File: src/rx_deser_pkg.sv
`default_nettype none

package rx_deser_pkg;

  // ==========================================================================
  // Lane symbol and frame word geometry
  // ==========================================================================

  localparam int SYM_W         = 10;  // Bits per lane symbol.
  localparam int SYMS_PER_WORD = 4;   // Symbols gathered per frame.

  typedef logic [SYM_W-1:0] symbol_t;

  // Oldest symbol lands in the high bits.
  typedef struct packed {
    symbol_t sym3;  // Oldest.
    symbol_t sym2;
    symbol_t sym1;
    symbol_t sym0;  // Newest.
  } frame_word_t;

  typedef logic [$clog2(SYMS_PER_WORD)-1:0] phase_t;

  // ==========================================================================
  // Word alignment
  // ==========================================================================

  typedef enum logic [2:0] {
    IDLE    = 3'd0,
    SEARCH  = 3'd1,
    SETTLE  = 3'd2,
    CONFIRM = 3'd3,
    LOCKED  = 3'd4
  } align_state_t;

  // No rotation of these symbols matches, so only one phase can lock.
  localparam frame_word_t TRAIN_WORD = '{
    sym3: 10'h3FF,
    sym2: 10'h000,
    sym1: 10'h155,
    sym0: 10'h2AA
  };

endpackage

`default_nettype wire

File: src/lane_gearbox.sv
`timescale 1ns/1ns
`default_nettype none

module lane_gearbox (
  input  logic                      i_clk,
  input  logic                      i_rst_n,
  input  rx_deser_pkg::symbol_t     i_sym,
  input  logic                      i_frame_strobe,
  output rx_deser_pkg::frame_word_t o_word,
  output logic                      o_word_valid
);

  localparam int HIST_D = rx_deser_pkg::SYMS_PER_WORD - 1;

  rx_deser_pkg::symbol_t     hist [HIST_D];  // Index 0 is the newest.
  rx_deser_pkg::frame_word_t capture;

  // ==========================================================================
  // Symbol history
  // ==========================================================================

  always_ff @(posedge i_clk) begin
    hist[0] <= i_sym;
    for (int k = 1; k < HIST_D; k++) begin
      hist[k] <= hist[k-1];
    end
  end

  // ==========================================================================
  // Frame capture
  // ==========================================================================

  // History plus the symbol arriving at this edge.
  always_comb begin
    capture.sym3 = hist[2];
    capture.sym2 = hist[1];
    capture.sym1 = hist[0];
    capture.sym0 = i_sym;
  end

  always_ff @(posedge i_clk) begin
    if (!i_rst_n) begin
      o_word       <= '0;
      o_word_valid <= 1'b0;
    end else begin
      o_word_valid <= i_frame_strobe;  // One cycle per frame.
      if (i_frame_strobe) begin
        o_word <= capture;
      end
    end
  end

endmodule

`default_nettype wire

File: src/word_align_sm.sv
`timescale 1ns/1ns
`default_nettype none

module word_align_sm #(
  parameter int CONFIRM_COUNT = 3
) (
  input  logic                      i_clk,
  input  logic                      i_rst_n,
  input  logic                      i_align_en,
  input  rx_deser_pkg::frame_word_t i_word0,
  input  logic                      i_word0_valid,
  output logic                      o_frame_strobe,
  output logic                      o_data_locked
);

  localparam int CNT_W = $clog2(CONFIRM_COUNT + 1);

  rx_deser_pkg::phase_t       frame_cnt;
  rx_deser_pkg::phase_t       phase;
  rx_deser_pkg::phase_t       phase_nxt;
  rx_deser_pkg::align_state_t state;
  rx_deser_pkg::align_state_t state_nxt;
  logic [CNT_W-1:0]           match_cnt;
  logic [CNT_W-1:0]           match_cnt_nxt;
  logic                       word_match;

  // ==========================================================================
  // Frame phase and strobe
  // ==========================================================================

  always_ff @(posedge i_clk) begin
    if (!i_rst_n) begin
      frame_cnt <= '0;
    end else begin
      frame_cnt <= frame_cnt + 1'b1;  // Free running.
    end
  end

  assign o_frame_strobe = i_align_en && (frame_cnt == phase);  // No frames while disabled.
  assign word_match     = (i_word0 == rx_deser_pkg::TRAIN_WORD);

  // ==========================================================================
  // Training search
  // ==========================================================================

  always_comb begin
    state_nxt     = state;
    phase_nxt     = phase;
    match_cnt_nxt = match_cnt;
    case (state)
      rx_deser_pkg::IDLE: begin
        if (i_align_en) begin
          state_nxt = rx_deser_pkg::SEARCH;
        end
      end
      rx_deser_pkg::SEARCH: begin
        if (i_word0_valid && word_match) begin
          match_cnt_nxt = CNT_W'(1);
          state_nxt     = (CONFIRM_COUNT <= 1) ? rx_deser_pkg::LOCKED : rx_deser_pkg::CONFIRM;
        end else if (i_word0_valid) begin
          phase_nxt = phase + 1'b1;  // Slip one symbol.
          state_nxt = rx_deser_pkg::SETTLE;
        end
      end
      rx_deser_pkg::SETTLE: begin
        if (i_word0_valid) begin
          state_nxt = rx_deser_pkg::SEARCH;  // First word after the slip is dropped.
        end
      end
      rx_deser_pkg::CONFIRM: begin
        if (i_word0_valid && !word_match) begin
          match_cnt_nxt = '0;
          state_nxt     = rx_deser_pkg::SEARCH;
        end else if (i_word0_valid && (match_cnt == CNT_W'(CONFIRM_COUNT - 1))) begin
          state_nxt = rx_deser_pkg::LOCKED;
        end else if (i_word0_valid) begin
          match_cnt_nxt = match_cnt + 1'b1;
        end
      end
      rx_deser_pkg::LOCKED: begin
        state_nxt = rx_deser_pkg::LOCKED;  // Payload is not compared.
      end
      default: begin
        state_nxt = rx_deser_pkg::IDLE;
      end
    endcase
    // Enable low always restarts alignment.
    if (!i_align_en) begin
      state_nxt     = rx_deser_pkg::IDLE;
      phase_nxt     = '0;
      match_cnt_nxt = '0;
    end
  end

  always_ff @(posedge i_clk) begin
    if (!i_rst_n) begin
      state     <= rx_deser_pkg::IDLE;
      phase     <= '0;
      match_cnt <= '0;
    end else begin
      state     <= state_nxt;
      phase     <= phase_nxt;
      match_cnt <= match_cnt_nxt;
    end
  end

  assign o_data_locked = (state == rx_deser_pkg::LOCKED);

endmodule

`default_nettype wire

File: src/rx_deser_top.sv
`timescale 1ns/1ns
`default_nettype none

module rx_deser_top #(
  parameter int NUM_LANES     = 4,
  parameter int CONFIRM_COUNT = 3
) (
  input  logic                      i_clk,
  input  logic                      i_rst_n,
  input  logic                      i_align_en,
  input  rx_deser_pkg::symbol_t     i_lanes [NUM_LANES],
  output rx_deser_pkg::frame_word_t o_words [NUM_LANES],
  output logic                      o_word_valid,
  output logic                      o_data_locked
);

  logic                 frame_strobe;  // Shared phase for all lanes.
  logic [NUM_LANES-1:0] lane_valid;

  // ==========================================================================
  // Per-lane 10-to-40 gearboxes
  // ==========================================================================

  for (genvar g = 0; g < NUM_LANES; g++) begin : g_lane
    lane_gearbox u_gearbox (
      .i_clk          (i_clk),
      .i_rst_n        (i_rst_n),
      .i_sym          (i_lanes[g]),
      .i_frame_strobe (frame_strobe),
      .o_word         (o_words[g]),
      .o_word_valid   (lane_valid[g])
    );
  end

  // ==========================================================================
  // Alignment on lane 0
  // ==========================================================================

  word_align_sm #(
    .CONFIRM_COUNT (CONFIRM_COUNT)
  ) u_align (
    .i_clk          (i_clk),
    .i_rst_n        (i_rst_n),
    .i_align_en     (i_align_en),
    .i_word0        (o_words[0]),
    .i_word0_valid  (lane_valid[0]),
    .o_frame_strobe (frame_strobe),
    .o_data_locked  (o_data_locked)
  );

  assign o_word_valid = lane_valid[0];  // All lanes pulse together.

endmodule

`default_nettype wire

File: config.mk
export PLATFORM = sky130hd
export DESIGN_NAME = rx_deser_top
export DESIGN_NICKNAME = d
export VERILOG_FILES = /design/src/rx_deser_pkg.sv /design/src/lane_gearbox.sv /design/src/word_align_sm.sv /design/src/rx_deser_top.sv
export SDC_FILE = /design/constraint.sdc
export NUM_CORES = 1
export LEC_CHECK = 0
export ABC_AREA = 1
export BUFFER_PORTS_ARGS = -buffer_cell sky130_fd_sc_hd__buf_2
export CAP_MARGIN = 10
export CORE_MARGIN = 8
export CORE_UTILIZATION = 59
export CTS_BUF_LIST = sky130_fd_sc_hd__clkbuf_4 sky130_fd_sc_hd__clkbuf_8
export DETAILED_ROUTE_END_ITERATION = 8
export GPL_TIMING_DRIVEN = 0
export PLACE_DENSITY = 0.93
export SLEW_MARGIN = 20
export SYNTH_ARGS = -nofsm -noshare
export SYNTH_HDL_FRONTEND = slang
export SYNTH_SLANG_ARGS = --single-unit
File: constraint.sdc
create_clock -name i_clk -period 4 [get_ports i_clk]
set_input_delay 0.8 -clock i_clk [delete_from_list [all_inputs] [get_ports i_clk]]
set_output_delay 0.8 -clock i_clk [all_outputs]
set_load 0.01 [all_outputs]
After elaboration in Yosys (flattened, before gate mapping)
Memories as Yosys holds them, arrays and structs flattened. A register that Yosys moved wholly into a read port is not among the register bits.
Cells that the tools add are included.
{"block": "totals", "register_bits": 130, "out_inout_bits": 162, "inputBits": 43, "ram_bits": 120, "word_cells": 64, "mem_count": 4}
{"name": "g_lane[0].u_gearbox.hist", "words": 3, "word_bits": 10, "read_ports": 3, "rd_clocked_by_memory_dff": 1, "wr": 3, "line": "lane_gearbox.sv:15", "rtl": "rx_deser_pkg::symbol_t hist [HIST_D];"}
{"name": "g_lane[1].u_gearbox.hist", "words": 3, "word_bits": 10, "read_ports": 3, "rd_clocked_by_memory_dff": 1, "wr": 3, "line": "lane_gearbox.sv:15"}
{"name": "g_lane[2].u_gearbox.hist", "words": 3, "word_bits": 10, "read_ports": 3, "rd_clocked_by_memory_dff": 1, "wr": 3, "line": "lane_gearbox.sv:15"}
{"name": "g_lane[3].u_gearbox.hist", "words": 3, "word_bits": 10, "read_ports": 3, "rd_clocked_by_memory_dff": 1, "wr": 3, "line": "lane_gearbox.sv:15"}
{"block": "op_classes", "addsub": 3, "n_mux": 11, "n_reduce_logical": 15, "n_eq_ne": 13, "n_bitwise": 1}
{"operator": "$eq A40 B40 Y1 const B", "n": 1}
{"operator": "$mux W3", "n": 5}
{"operator": "$pmux W3 S5", "n": 1}
{"operator": "$ne A3 B2 Y1 const B", "n": 3}
{"operator": "$mux W2", "n": 4}
{"operator": "$add A2 B1 Y2 const B", "n": 3}
{"operator": "$eq A3 B2 Y1 const B", "n": 2}
{"operator": "$reduce_and A3 Y1", "n": 2}
{"operator": "$logic_not A1 Y1", "n": 5}
{"operator": "$logic_and A1 B1 Y1", "n": 4}
{"operator": "$pmux W2 S2", "n": 1}
{"operator": "$reduce_and A4 Y1", "n": 1}
{"operator": "$eq A3 B1 Y1 const B", "n": 1}
{"operator": "$eq A3 B3 Y1 const B", "n": 1}
{"operator": "$logic_not A3 Y1", "n": 1}
{"operator": "$ne A3 B1 Y1 const B", "n": 1}
{"operator": "$eq A2 B2 Y1", "n": 1}
{"operator": "$eq A2 B2 Y1 const B", "n": 1}
{"operator": "$ne A2 B1 Y1 const B", "n": 1}
{"operator": "$ne A2 B2 Y1 const B", "n": 1}
{"operator": "$reduce_and A2 Y1", "n": 1}
{"operator": "$reduce_bool A2 Y1", "n": 1}
{"operator": "$not A1 Y1", "n": 1}

Depth between registers and ports, before layout
Gate-level depths: netlist of run 1.
{"block": "depth", "depth_word": 5, "depth_mapped": 12, "ltp_nobuf": 12}

Modules after synthesis
A second synthesis of run 1 with hierarchy kept.
{"block": "hier_totals", "cells_unflattened": 1276, "area_unflattened_um2": 10063.4}
{"module": "lane_gearbox", "seq_area_each_um2": 1421.4, "n_inst": 4, "cells_per_inst": 287, "area_per_inst_um2": 2334.7}
{"module": "word_align_sm", "seq_area_each_um2": 180.2, "n_inst": 1, "cells_per_inst": 128, "area_per_inst_um2": 724.4}

Worst setup path after synthesis of run 1
No wires, ideal clock.
{"block": "synth_path", "path_type": "input port to flip-flop", "startpoint": "in i_align_en", "endpoint": "reg, netlist name g_lane[2].u_gearbox.o_word[30]", "arrival_time_ps": 1600, "slack_ps": 2287, "path_stages": 8, "setup_ps": 113, "required_ps": 3887, "n_path_buf": 3, "cell_sequence": "o21ai_1 > a21oi_1 > nand2_2 > buf_6 > buf_6 > buf_6 > o21ai_1 > nor2_1"}
{"block": "synth_via", "elab_chain_len": 1}
{"item": "start: declaration", "line": "rx_deser_top.sv:10", "rtl": "input logic i_align_en,"}
{"item": "$logic_and A1 B1 Y1", "line": "word_align_sm.sv:39", "rtl": "assign o_frame_strobe = i_align_en && (frame_cnt == phase);"}
Every way passes these cells.
A chain may end at the register's enable or synchronous reset.

Worst setup path after layout of run 1
{"block": "layout_path", "startpoint": "reg u_align.state[2]", "endpoint": "out o_data_locked"}
{"block": "layout_via", "elab_chain_len": 1}
{"item": "start: declaration", "line": "word_align_sm.sv:21", "rtl": "rx_deser_pkg::align_state_t state;"}
{"item": "start signal: assignment", "line": "word_align_sm.sv:97", "rtl": "state <= rx_deser_pkg::IDLE;"}
{"item": "start signal: assignment", "line": "word_align_sm.sv:101", "rtl": "state <= state_nxt;"}
{"item": "$eq A3 B3 Y1", "line": "word_align_sm.sv:107", "rtl": "assign o_data_locked = (state == rx_deser_pkg::LOCKED);"}
{"item": "end: declaration", "line": "rx_deser_top.sv:14", "rtl": "output logic o_data_locked"}
Every way passes these cells.

==> impl_metrics.py, run 1 <==
metrics = {
    "logic_synthesis": {
        "synth_area_mm2": 0.008670,
        "synth_top_cell_by_area": "dfxtp_1",
        "synth.yosys.seq_area_share_pct": 66.96,
        "synth_top_cells_by_area": "dfxtp_1 67%, nor2_1 14%, o21ai_0 5.4%, o21ai_1 3.9%, buf_6 1.4%",
        "yosysUniqueCellTypes": 26,
        "synth_fp_nets": 981,
        "ys_ff_latch": 290,
        "yosysWarnings": 0,
        "syn_area_per_cell_um2": 9.252,
        "synth_top_area_share_pct": 66.96,
        "syn_inst": 937,
    },
    "route": {
        "drc": 0,
        "drtIter0Drc": 338,
        "routedWlPerCell_um": 16.14,
        "drt-total-wl_mm": 22.57,
        "via_per_inst": 5.197,
        "vias": 7266,
        "drtAntennaViolNets": 0,
        "firstDrtPassIters": 5,
    },
    "critical_path": {
        "r2r-start": "u_align.frame_cnt[0]",
        "crit_fanout": 5,
        "endpoint_kind": "output port",
        "r2r_cells": 7,
        "worstPathRequired_ns": 3.20,
        "r2r-end": "g_lane[2].u_gearbox.o_word[26]",
        "reg2reg_setup_slack_ns": 2.32,
        "start_kind": "flop",
        "critical_path_class": "flop to output port",
        "cp.arrival_ns": 1.44,
    },
    "timing": {
        "fmax_mhz": 446.3,
        "worst_slew_pin_slew_ns": 0.6190,
        "rsz0062_at_grt": "no",
        "finalMaxSlewViolations": 0,
        "setup_viol": 0,
        "min_period_ns": 2.240,
        "hold_viol_final": 0,
        "timing.slew.headroom_pct": 58.73,
        "fin_crit_sh_pct": 56.01,
        "setup_tns_ns": 0,
        "skew_ns": 0.01557,
    },
    "global_routing": {
        "grt_pass1_vias": 7359,
        "grt_overflow_total": 0,
        "grt_max_degree": 12,
        "antenna_found_initial": 0,
        "grt_pass1_wl_mm": 35.67,
        "grtUsageTotal_pct": 23.68,
    },
    "worst_hold_path": {
        "hp-class": "flop to flop",
        "hold_end": "g_lane[2].u_gearbox.hist[1][2]",
        "min_from": "g_lane[2].u_gearbox.hist[0][2]",
        "whs_path_depth": 0,
    },
    "clocking": {
        "clkSinkCount": 290,
        "cts_tree": "built",
        "clk_latency_ns": 0.53,
        "cts_root_buf": "clkbuf_8",
        "htreeDepth": 2,
        "cts_made_buffers": 44,
        "path_clk_slew_ns": 0.06,
        "hold_buffers": 0,
        "clk_path_buf_depth": 3,
        "post_cts_buffers": 0,
        "cts-resized-gates": 0,
    },
    "layout": {
        "drive_above_1_share_pct": 26.03,
        "area_growth_pct": 24.65,
        "layout.nets": 1230,
        "diodes": 0,
        "fin_util_pct": 74.92,
    },
    "placed_design": {
        "dp_hpwl_mm": 15.71,
        "gp_congestion": 0.8351,
        "portBuffers": 203,
    },
    "die": {
        "core_mm2": 0.01442,
        "die_w_um": 137.2,
        "rows": 44,
        "io_pins": 205,
        "die-area_mm2": 0.01883,
        "die_h_um": 137.2,
        "start_util_pct": 60.11,
    },
    "pwr": {
        "p_leak_nw": 5.016,
        "irDropWorstVdd_mv": 0.3461,
        "p_per_area_mw_per_mm2": 586.7,
    },
    "run": {
        "drv_cap": 0,
    },
    "run_status": {
        "status": "complete, no violations",
    },
}
## placed cells by master, fill, tap and decap left out, drive strengths merged
| cell | instances |
|---|---|
| nand4 | 6 |
| nor4 | 1 |
| o21ai | 165 |
| a21oi | 18 |
| inv | 28 |
| nor3 | 7 |
| buf | 231 |
| nor3b | 1 |
| a21boi | 1 |
| nand2 | 32 |
| clkinv | 1 |
| ha | 1 |
| dfxtp | 290 |
| nor2 | 326 |
| xor2 | 1 |
| nand3 | 5 |
| clkinvlp | 3 |
| xnor2 | 2 |
| clkbuf | 95 |
## registers in the layout (all words and copies together), names as in the netlist
name / count
u_align.match_cnt: 2
g_lane.u_gearbox.o_word: 160
g_lane.u_gearbox.hist: 120
u_align.phase: 2
g_lane.u_gearbox.o_word_valid: 1
u_align.frame_cnt: 2
u_align.state: 3
## cells by family after synthesis
logic type               Yosys count  synth area share (%)
buffers and inverters             81                 4.763
AO/OA/AOI/OAI                    184                 10.78
adder cells (fa/ha/maj)            1                0.1443
AND/OR/NAND/NOR                  378                 17.04
XOR/XNOR                           3                0.3031
flip-flops                       290                 66.96
## power breakdown
part | internal [W] | switching, W | total [W]
registers | 0.00311 | 0.000122 | 0.00323
logic | 0.000264 | 0.000438 | 0.000702
clock network | 0.00136 | 0.00105 | 0.00240
## how the worst max path moves through the flow
stage,start,to,slack [ns],cells after the start
3_3_place_gp,i_rst_n,g_lane[0].u_gearbox.o_word[7],1.74,5
2_1_floorplan,i_align_en,g_lane[2].u_gearbox.o_word[30],2.29,8
6_report,u_align.state[2],o_data_locked,1.76,2
5_1_grt,u_align.state[2],o_data_locked,1.61,2
3_5_place_dp,i_rst_n,g_lane[2].u_gearbox.o_word[32],1.69,5
4_1_cts,u_align.state[2],o_data_locked,1.73,2
## through the flow
stage	hold WS (ns)	cell area (um^2)	power, W	instances	worst slack (ns)
floorplan	0.3259	8670	0.003670	937	2.287
global placement	0.3299	9916	0.003948	1324	1.740
detailed placement	0.3312	9916	0.003981	1324	1.689
CTS	0.3458	10810	0.006368	1398	1.726
global route	0.3456	10810	0.006608	1398	1.608
finish	0.3453	10810	0.006340	1398	1.760
## per-layer routing
metal / part of all wire, % / vias up / wire length [um] / track usage, %
met5: 0 / - / 0 / 0
met4: 3.3 / 0 / 735 / 10.50
met1: 38 / 3415 / 8485 / 25.88
met2: 50 / 285 / 11260 / 41.37
li1: - / 3503 / - / -
met3: 9.3 / 63 / 2089 / 7.476
## critical path: stages, from the launching register on
cell and delay, ns:
dfxtp_1 0.45, nor3b_1 0.28, buf_2 0.18
## synth_stat cells (all sizes together)
library cell,instances
nor2,326
inv,28
a21boi,1
xnor2,2
xor2,1
nor4,1
nand3,5
dfxtp,290
nor3,7
nor3b,1
a21oi,18
buf,28
nand4,6
clkbuf,25
o21ai,165
nand2,32
ha,1
## final cells by class
cell class	count	area, um^2
buffer	53	307.8
clock buffer	70	863.3
clock inverter	4	27.53
fill	946	3617
inverter	28	105.1
multi-input combinational	566	2451
sequential	290	5806
tap	184	230.2
timing repair buffer	203	1016
No activity file was read; power rests on OpenSTA's default activity.
==> run 2, diff against run 1 <==
ABC_AREA = 0   (was 1)
CORE_UTILIZATION = 50   (was 59)
PLACE_DENSITY = 0.84   (was 0.93)
clock period = 1.8 ns   (was 4 ns; I/O delays follow)
==> impl_metrics.py, run 2 <==
metrics = {
    "run_status": {
        "status": "finished, violations left",
        "violations": "negative setup slack",
    },
    "die": {
        "rows": 48,
        "core_mm2": 0.01730,
        "die_h_um": 149.1,
        "die-area_mm2": 0.02224,
        "io_pins": 205,
        "die_w_um": 149.1,
        "start_util_pct": 51.23,
    },
    "run": {
        "drv_cap": 0,
    },
    "logic_synthesis": {
        "synth_most_common_cell": "nand2_1",
        "synth_xor_area_share_pct": 0.3954,
        "yosysUniqueCellTypes": 37,
        "synthAdderAreaFrac_pct": 0.1412,
        "synth_compound_area_share_pct": 14.45,
        "async_reset_ff_share_pct": 0,
        "synth_edf_count": 0,
        "synth.yosys.seq_area_share_pct": 65.52,
        "synthFlopType": "dfxtp_1",
        "synth_fp_nets": 933,
        "synth_area_mm2": 0.008861,
        "ys_ff_latch": 290,
        "synth_top_cell_by_area": "dfxtp_1",
        "synth_top_family_by_area": "simple AND/OR/NAND/NOR gates",
        "synthTopCellsByCount": "327 x nand2_1, 290 x dfxtp_1, 160 x a21boi_0, 52 x clkbuf_1",
        "syn_area_per_cell_um2": 9.967,
        "syn_inst": 889,
        "synthSimpleGateAreaFrac_pct": 16.66,
        "synth_top_cells_by_area": "dfxtp_1 66%, nand2_1 14%, a21boi_0 14%, clkbuf_1 2.2%, and4bb_2 0.42%",
        "yosysWarnings": 0,
        "muxShareOfSynthArea_pct": 0.2824,
        "synth_top_area_share_pct": 65.52,
    },
    "global_routing": {
        "grt_pass1_wl_mm": 38.23,
        "grt_pass1_vias": 7325,
        "grt_max_degree": 13,
        "grtUsageTotal_pct": 21.54,
        "antenna_found_initial": 1,
        "grt_overflow_total": 0,
    },
    "timing": {
        "rsz0062_at_grt": "yes",
        "min_period_ns": 1.950,
        "fin_crit_sh_pct": 108.3,
        "setup_tns_ns": -0.3987,
        "timing.slew.headroom_pct": 59.41,
        "final.setup.worst_slack_ns": -0.1495,
        "timing.hold.ws_ns": 0.2678,
        "setup_viol": 5,
        "worst_slew_pin_slew_ns": 0.6088,
        "finalMaxSlewViolations": 0,
        "fmax_mhz": 512.9,
        "hold_viol_final": 0,
        "skew_ns": 0.02392,
    },
    "critical_path": {
        "cp.arrival_ns": 2.38,
        "start_kind": "flop",
        "crit_fanout": 4,
        "critical_path_class": "flop to flop",
        "endpoint_kind": "flop",
        "worstPathRequired_ns": 2.23,
    },
    "clocking": {
        "cts_root_buf": "clkbuf_8",
        "cts_tree": "built",
        "clkSinkCount": 290,
        "clk_path_buf_depth": 3,
        "htreeDepth": 2,
        "path_clk_slew_ns": 0.06,
        "clk_latency_ns": 0.55,
        "cts_made_buffers": 44,
    },
    "route": {
        "firstDrtPassIters": 5,
        "vias": 7146,
        "highest_layer": "met4",
        "drtAntennaViolNets": 0,
        "drt-total-wl_mm": 24.43,
        "via_per_inst": 4.932,
        "routedWlPerCell_um": 16.86,
        "drc": 0,
        "wl_met1_mm": 9.261,
        "wl_met3_mm": 2.364,
        "drtIter0Drc": 400,
        "met2_length_mm": 12.04,
    },
    "layout": {
        "drive_above_1_share_pct": 27.66,
        "layout.nets": 1231,
        "multi_input_area_mm2": 0.002869,
        "ff_latch_area_mm2": 0.005811,
        "final_cell_mix": "327 x nand2_1, 286 x dfxtp_1, 204 x buf_2, 159 x a21boi_0, 62 x clkbuf_8",
        "reg_top3": "g_lane.u_gearbox.o_word x160, g_lane.u_gearbox.hist x120, u_align.state x3",
        "area_growth_pct": 32.56,
        "fin_util_pct": 67.91,
        "largest_register": "g_lane.u_gearbox.o_word",
        "fillers": 1268,
        "largest_register_ffs": 160,
        "stdcell_area_mm2": 0.01175,
        "final_common_cell": "nand2_1",
        "instances_no_fill": 1449,
    },
    "placed_design": {
        "portBuffers": 203,
        "dp_hpwl_mm": 16.50,
        "place_area_mm2": 0.01016,
        "dp.cells": 1317,
        "gp_congestion": 0.8057,
    },
    "pwr": {
        "irDropWorstVdd_mv": 0.8665,
        "p_leak_nw": 5.139,
        "p_per_area_mw_per_mm2": 1192,
    },
    "worst_hold_path": {
        "hp-class": "input port to flop",
    },
}
## run 2: cell type report
| cell class | count | share of cell area, % |
|---|---|---|
| tap | 225 | 2.397 |
| clock buffer | 74 | 7.978 |
| antenna | 2 | 0.04261 |
| inverter | 6 | 0.1917 |
| buffer | 53 | 2.269 |
| clock inverter | 7 | 0.4261 |
| sequential | 290 | 49.47 |
| multi-input combinational | 539 | 24.42 |
| timing repair buffer | 253 | 12.80 |
## run 2: power by group
part	internal [W]	total, W	switching, W
sequential	0.00680	0.00702	0.000217
clock	0.00330	0.00575	0.00245
combinational	0.000505	0.00122	0.000718
total	0.0106	0.0140	0.00339
## run 2: routing by layer
metal	up-vias	global-route usage [%]
met5	-	0
met4	0	9.339
met3	58	7.828
met2	259	37.35
met1	3345	23.22
li1	3484	-
## run 2: timing repair
action                                  CTS  global route
hold endpoints to repair                 40             0
endpoints found under the setup margin  110           111
hold buffers                             40             0
pin swaps                                 5             1
gates cloned                              0             0
resized for setup                        39            21
setup buffers                             6             4
## run 2: cell families (layout without fill, tap and decap cells)
logic type | Yosys count | in the layout
AOI/OAI and AO/OA | 173 | 173
xor gates and xnor gates | 4 | 4
adders and majority gates | 1 | 1
muxes | 2 | 2
DFF | 290 | 290
other | 0 | 2
buffers and inverters | 60 | 393
and+or+nand+nor | 359 | 359
## run 2: per-stage QoR
stage / total power, W / setup slack (ns)
6_report: 0.01400 / -0.1495
5_1_grt: 0.01457 / -0.1900
4_1_cts: 0.01408 / -0.1195
3_5_place_dp: 0.008243 / -0.5854
3_3_place_gp: 0.008201 / -0.5115
2_1_floorplan: 0.007695 / -0.1400
## run 2: final timing paths
kind                                  start                              to  slack (ns)  cells past startpoint
min                              i_align_en                u_align.phase[1]        0.27                      3
max          g_lane[0].u_gearbox.o_word[26]                u_align.state[0]       -0.15                      5
min reg2reg  g_lane[3].u_gearbox.hist[0][4]  g_lane[3].u_gearbox.hist[1][4]        0.34                      0
max reg2reg  g_lane[0].u_gearbox.o_word[26]                u_align.state[0]       -0.15                      5
## run 2: critical path: stages, from the launching register on
cell,delay (ns)
dfxtp_2,0.34
nand4b_1,0.21
or4_4,0.55
nor3_4,0.23
mux2_4,0.33
o21a_1,0.17
==> run 3, diff against run 2 <==
CORE_UTILIZATION = 60   (was 50)
PLACE_DENSITY = 0.93   (was 0.84)
SYNTH_HIERARCHICAL = 1   (was not set)
clock period = 2.3 ns   (was 1.8 ns; I/O delays follow)
==> impl_metrics.py, run 3 <==
metrics = {
    "critical_path": {
        "cp.arrival_ns": 1.49,
        "worstPathRequired_ns": 1.84,
        "critical_path_class": "flop to output port",
        "reg2reg_setup_slack_ns": 0.38,
        "endpoint_kind": "output port",
        "start_kind": "flop",
        "crit_fanout": 5,
    },
    "die": {
        "start_util_pct": 61.26,
        "rows": 45,
        "io_pins": 205,
        "die_h_um": 140.6,
        "core_mm2": 0.01520,
        "die_w_um": 140.6,
        "die-area_mm2": 0.01976,
    },
    "layout": {
        "diodes": 0,
        "final_common_cell": "dfxtp_1",
        "layout.nets": 1005,
        "area_growth_pct": 22.84,
        "largest_register_ffs": 160,
        "largest_register": "g_lane.u_gearbox/o_word",
        "final_cell_mix": "290 x dfxtp_1, 204 x buf_2, 162 x nor2b_1, 160 x mux2i_1, 54 x clkbuf_8",
        "instances_no_fill": 1176,
        "drive_above_1_share_pct": 31.17,
        "reg_top3": "g_lane.u_gearbox/o_word x160, g_lane.u_gearbox/hist x120, u_align/state x3",
    },
    "logic_synthesis": {
        "syn_inst": 712,
        "synth_fp_nets": 756,
        "yosysWarnings": 6,
        "syn_area_per_cell_um2": 13.08,
        "synth_area_mm2": 0.009313,
    },
    "clocking": {
        "htreeDepth": 2,
        "cts_made_buffers": 43,
        "clkSinkCount": 290,
        "cts_tree": "built",
        "path_clk_slew_ns": 0.06,
        "cts-resized-gates": 0,
        "post_cts_buffers": 0,
        "clk_path_buf_depth": 3,
        "clk_latency_ns": 0.52,
        "hold_buffers": 0,
        "cts_root_buf": "clkbuf_8",
    },
    "placed_design": {
        "gp_congestion": 0.7728,
        "portBuffers": 204,
        "dp_hpwl_mm": 13.67,
        "dp.cells": 1104,
    },
    "pwr": {
        "p_per_area_mw_per_mm2": 931.8,
        "p_leak_nw": 5.043,
        "irDropWorstVdd_mv": 0.7980,
    },
    "timing": {
        "setup_tns_ns": 0,
        "fmax_mhz": 513.8,
        "timing.slew.headroom_pct": 66.18,
        "skew_ns": 0.01270,
        "finalMaxSlewViolations": 0,
        "setup_viol": 0,
        "fin_crit_sh_pct": 84.62,
        "hold_viol_final": 0,
        "min_period_ns": 1.946,
        "rsz0062_at_grt": "no",
        "worst_slew_pin_slew_ns": 0.5073,
    },
    "run_status": {
        "status": "complete, no violations",
    },
    "global_routing": {
        "grt_max_degree": 25,
        "grtUsageTotal_pct": 18.60,
        "grt_pass1_vias": 6111,
        "grt_pass1_wl_mm": 30.35,
        "antenna_found_initial": 0,
        "grt_overflow_total": 0,
    },
    "route": {
        "drtIter0Drc": 141,
        "routedWlPerCell_um": 16.06,
        "drt-total-wl_mm": 18.89,
        "via_per_inst": 4.922,
        "vias": 5788,
        "drtAntennaViolNets": 0,
        "firstDrtPassIters": 4,
        "drc": 0,
    },
    "worst_hold_path": {
        "hp-class": "input port to flop",
    },
    "run": {
        "drv_cap": 0,
    },
}
## run 3: cell types whose count changed in the layout (fill, tap and decap cells not counted), sizes merged, moves of 37 or more
cell	change
dlygate4sd3	-40
mux2i	+159
nor2b	+161
clkbuf	-37
a21boi	-160
nand2	-317
## run 3: final timing paths
check / cells past startpoint / end / startpoint
setup reg to reg: 6 / u_align/phase[1] / g_lane[0].u_gearbox/o_word[35]
hold reg to reg: 0 / g_lane[2].u_gearbox/hist[1][9] / g_lane[2].u_gearbox/hist[0][9]
hold / removal: 1 / g_lane[0].u_gearbox/hist[0][5] / i_lanes[35]
setup / recovery: 2 / o_data_locked / u_align/state[2]
## run 3: layout make-up
cell class	instances	area, um^2
plain buffers	37	436.7
clock inverters	3	15.01
repair buffers	204	1021
inverters	3	11.26
well taps	188	235.2
clock buffers	69	855.8
flip-flops and latches	290	5806
multi-input cells	382	3059
fillers	882	3762
## run 3: critical path, cell delays in order, from the launching register on
cell and delay [ns]:
dfxtp_1 0.39, nor3b_1 0.37, buf_2 0.21
## run 3: power by group
part	switching (W)	internal, W
logic	0.000531	0.000554
clock network	0.00174	0.00234
registers	0.000164	0.00533
## run 3: stage by stage
| stage | power, W | util (%) | area, um^2 | setup slack [ns] | hold slack, ns |
|---|---|---|---|---|---|
| 2_1_floorplan | 0.006298 | - | 9313 | 0.5567 | 0.3305 |
| 3_3_place_gp | 0.006646 | 69.52 | 10570 | 0.3455 | 0.3340 |
| 3_5_place_dp | 0.006693 | 69.52 | 10570 | 0.3055 | 0.3369 |
| 4_1_cts | 0.01076 | 75.25 | 11440 | 0.3112 | 0.02343 |
| 5_1_grt | 0.01110 | 75.25 | 11440 | 0.2423 | 0.02699 |
| 6_report | 0.01066 | 75.25 | 11440 | 0.3537 | 0.05852 |
## run 3: layer usage
metal / wire (um) / track usage (%) / part of all wire, %
met5: 0 / 0 / 0
met4: 251 / 6.335 / 1.3
met3: 1442 / 6.381 / 7.6
met2: 9199 / 32.30 / 49
met1: 7993 / 20.99 / 42
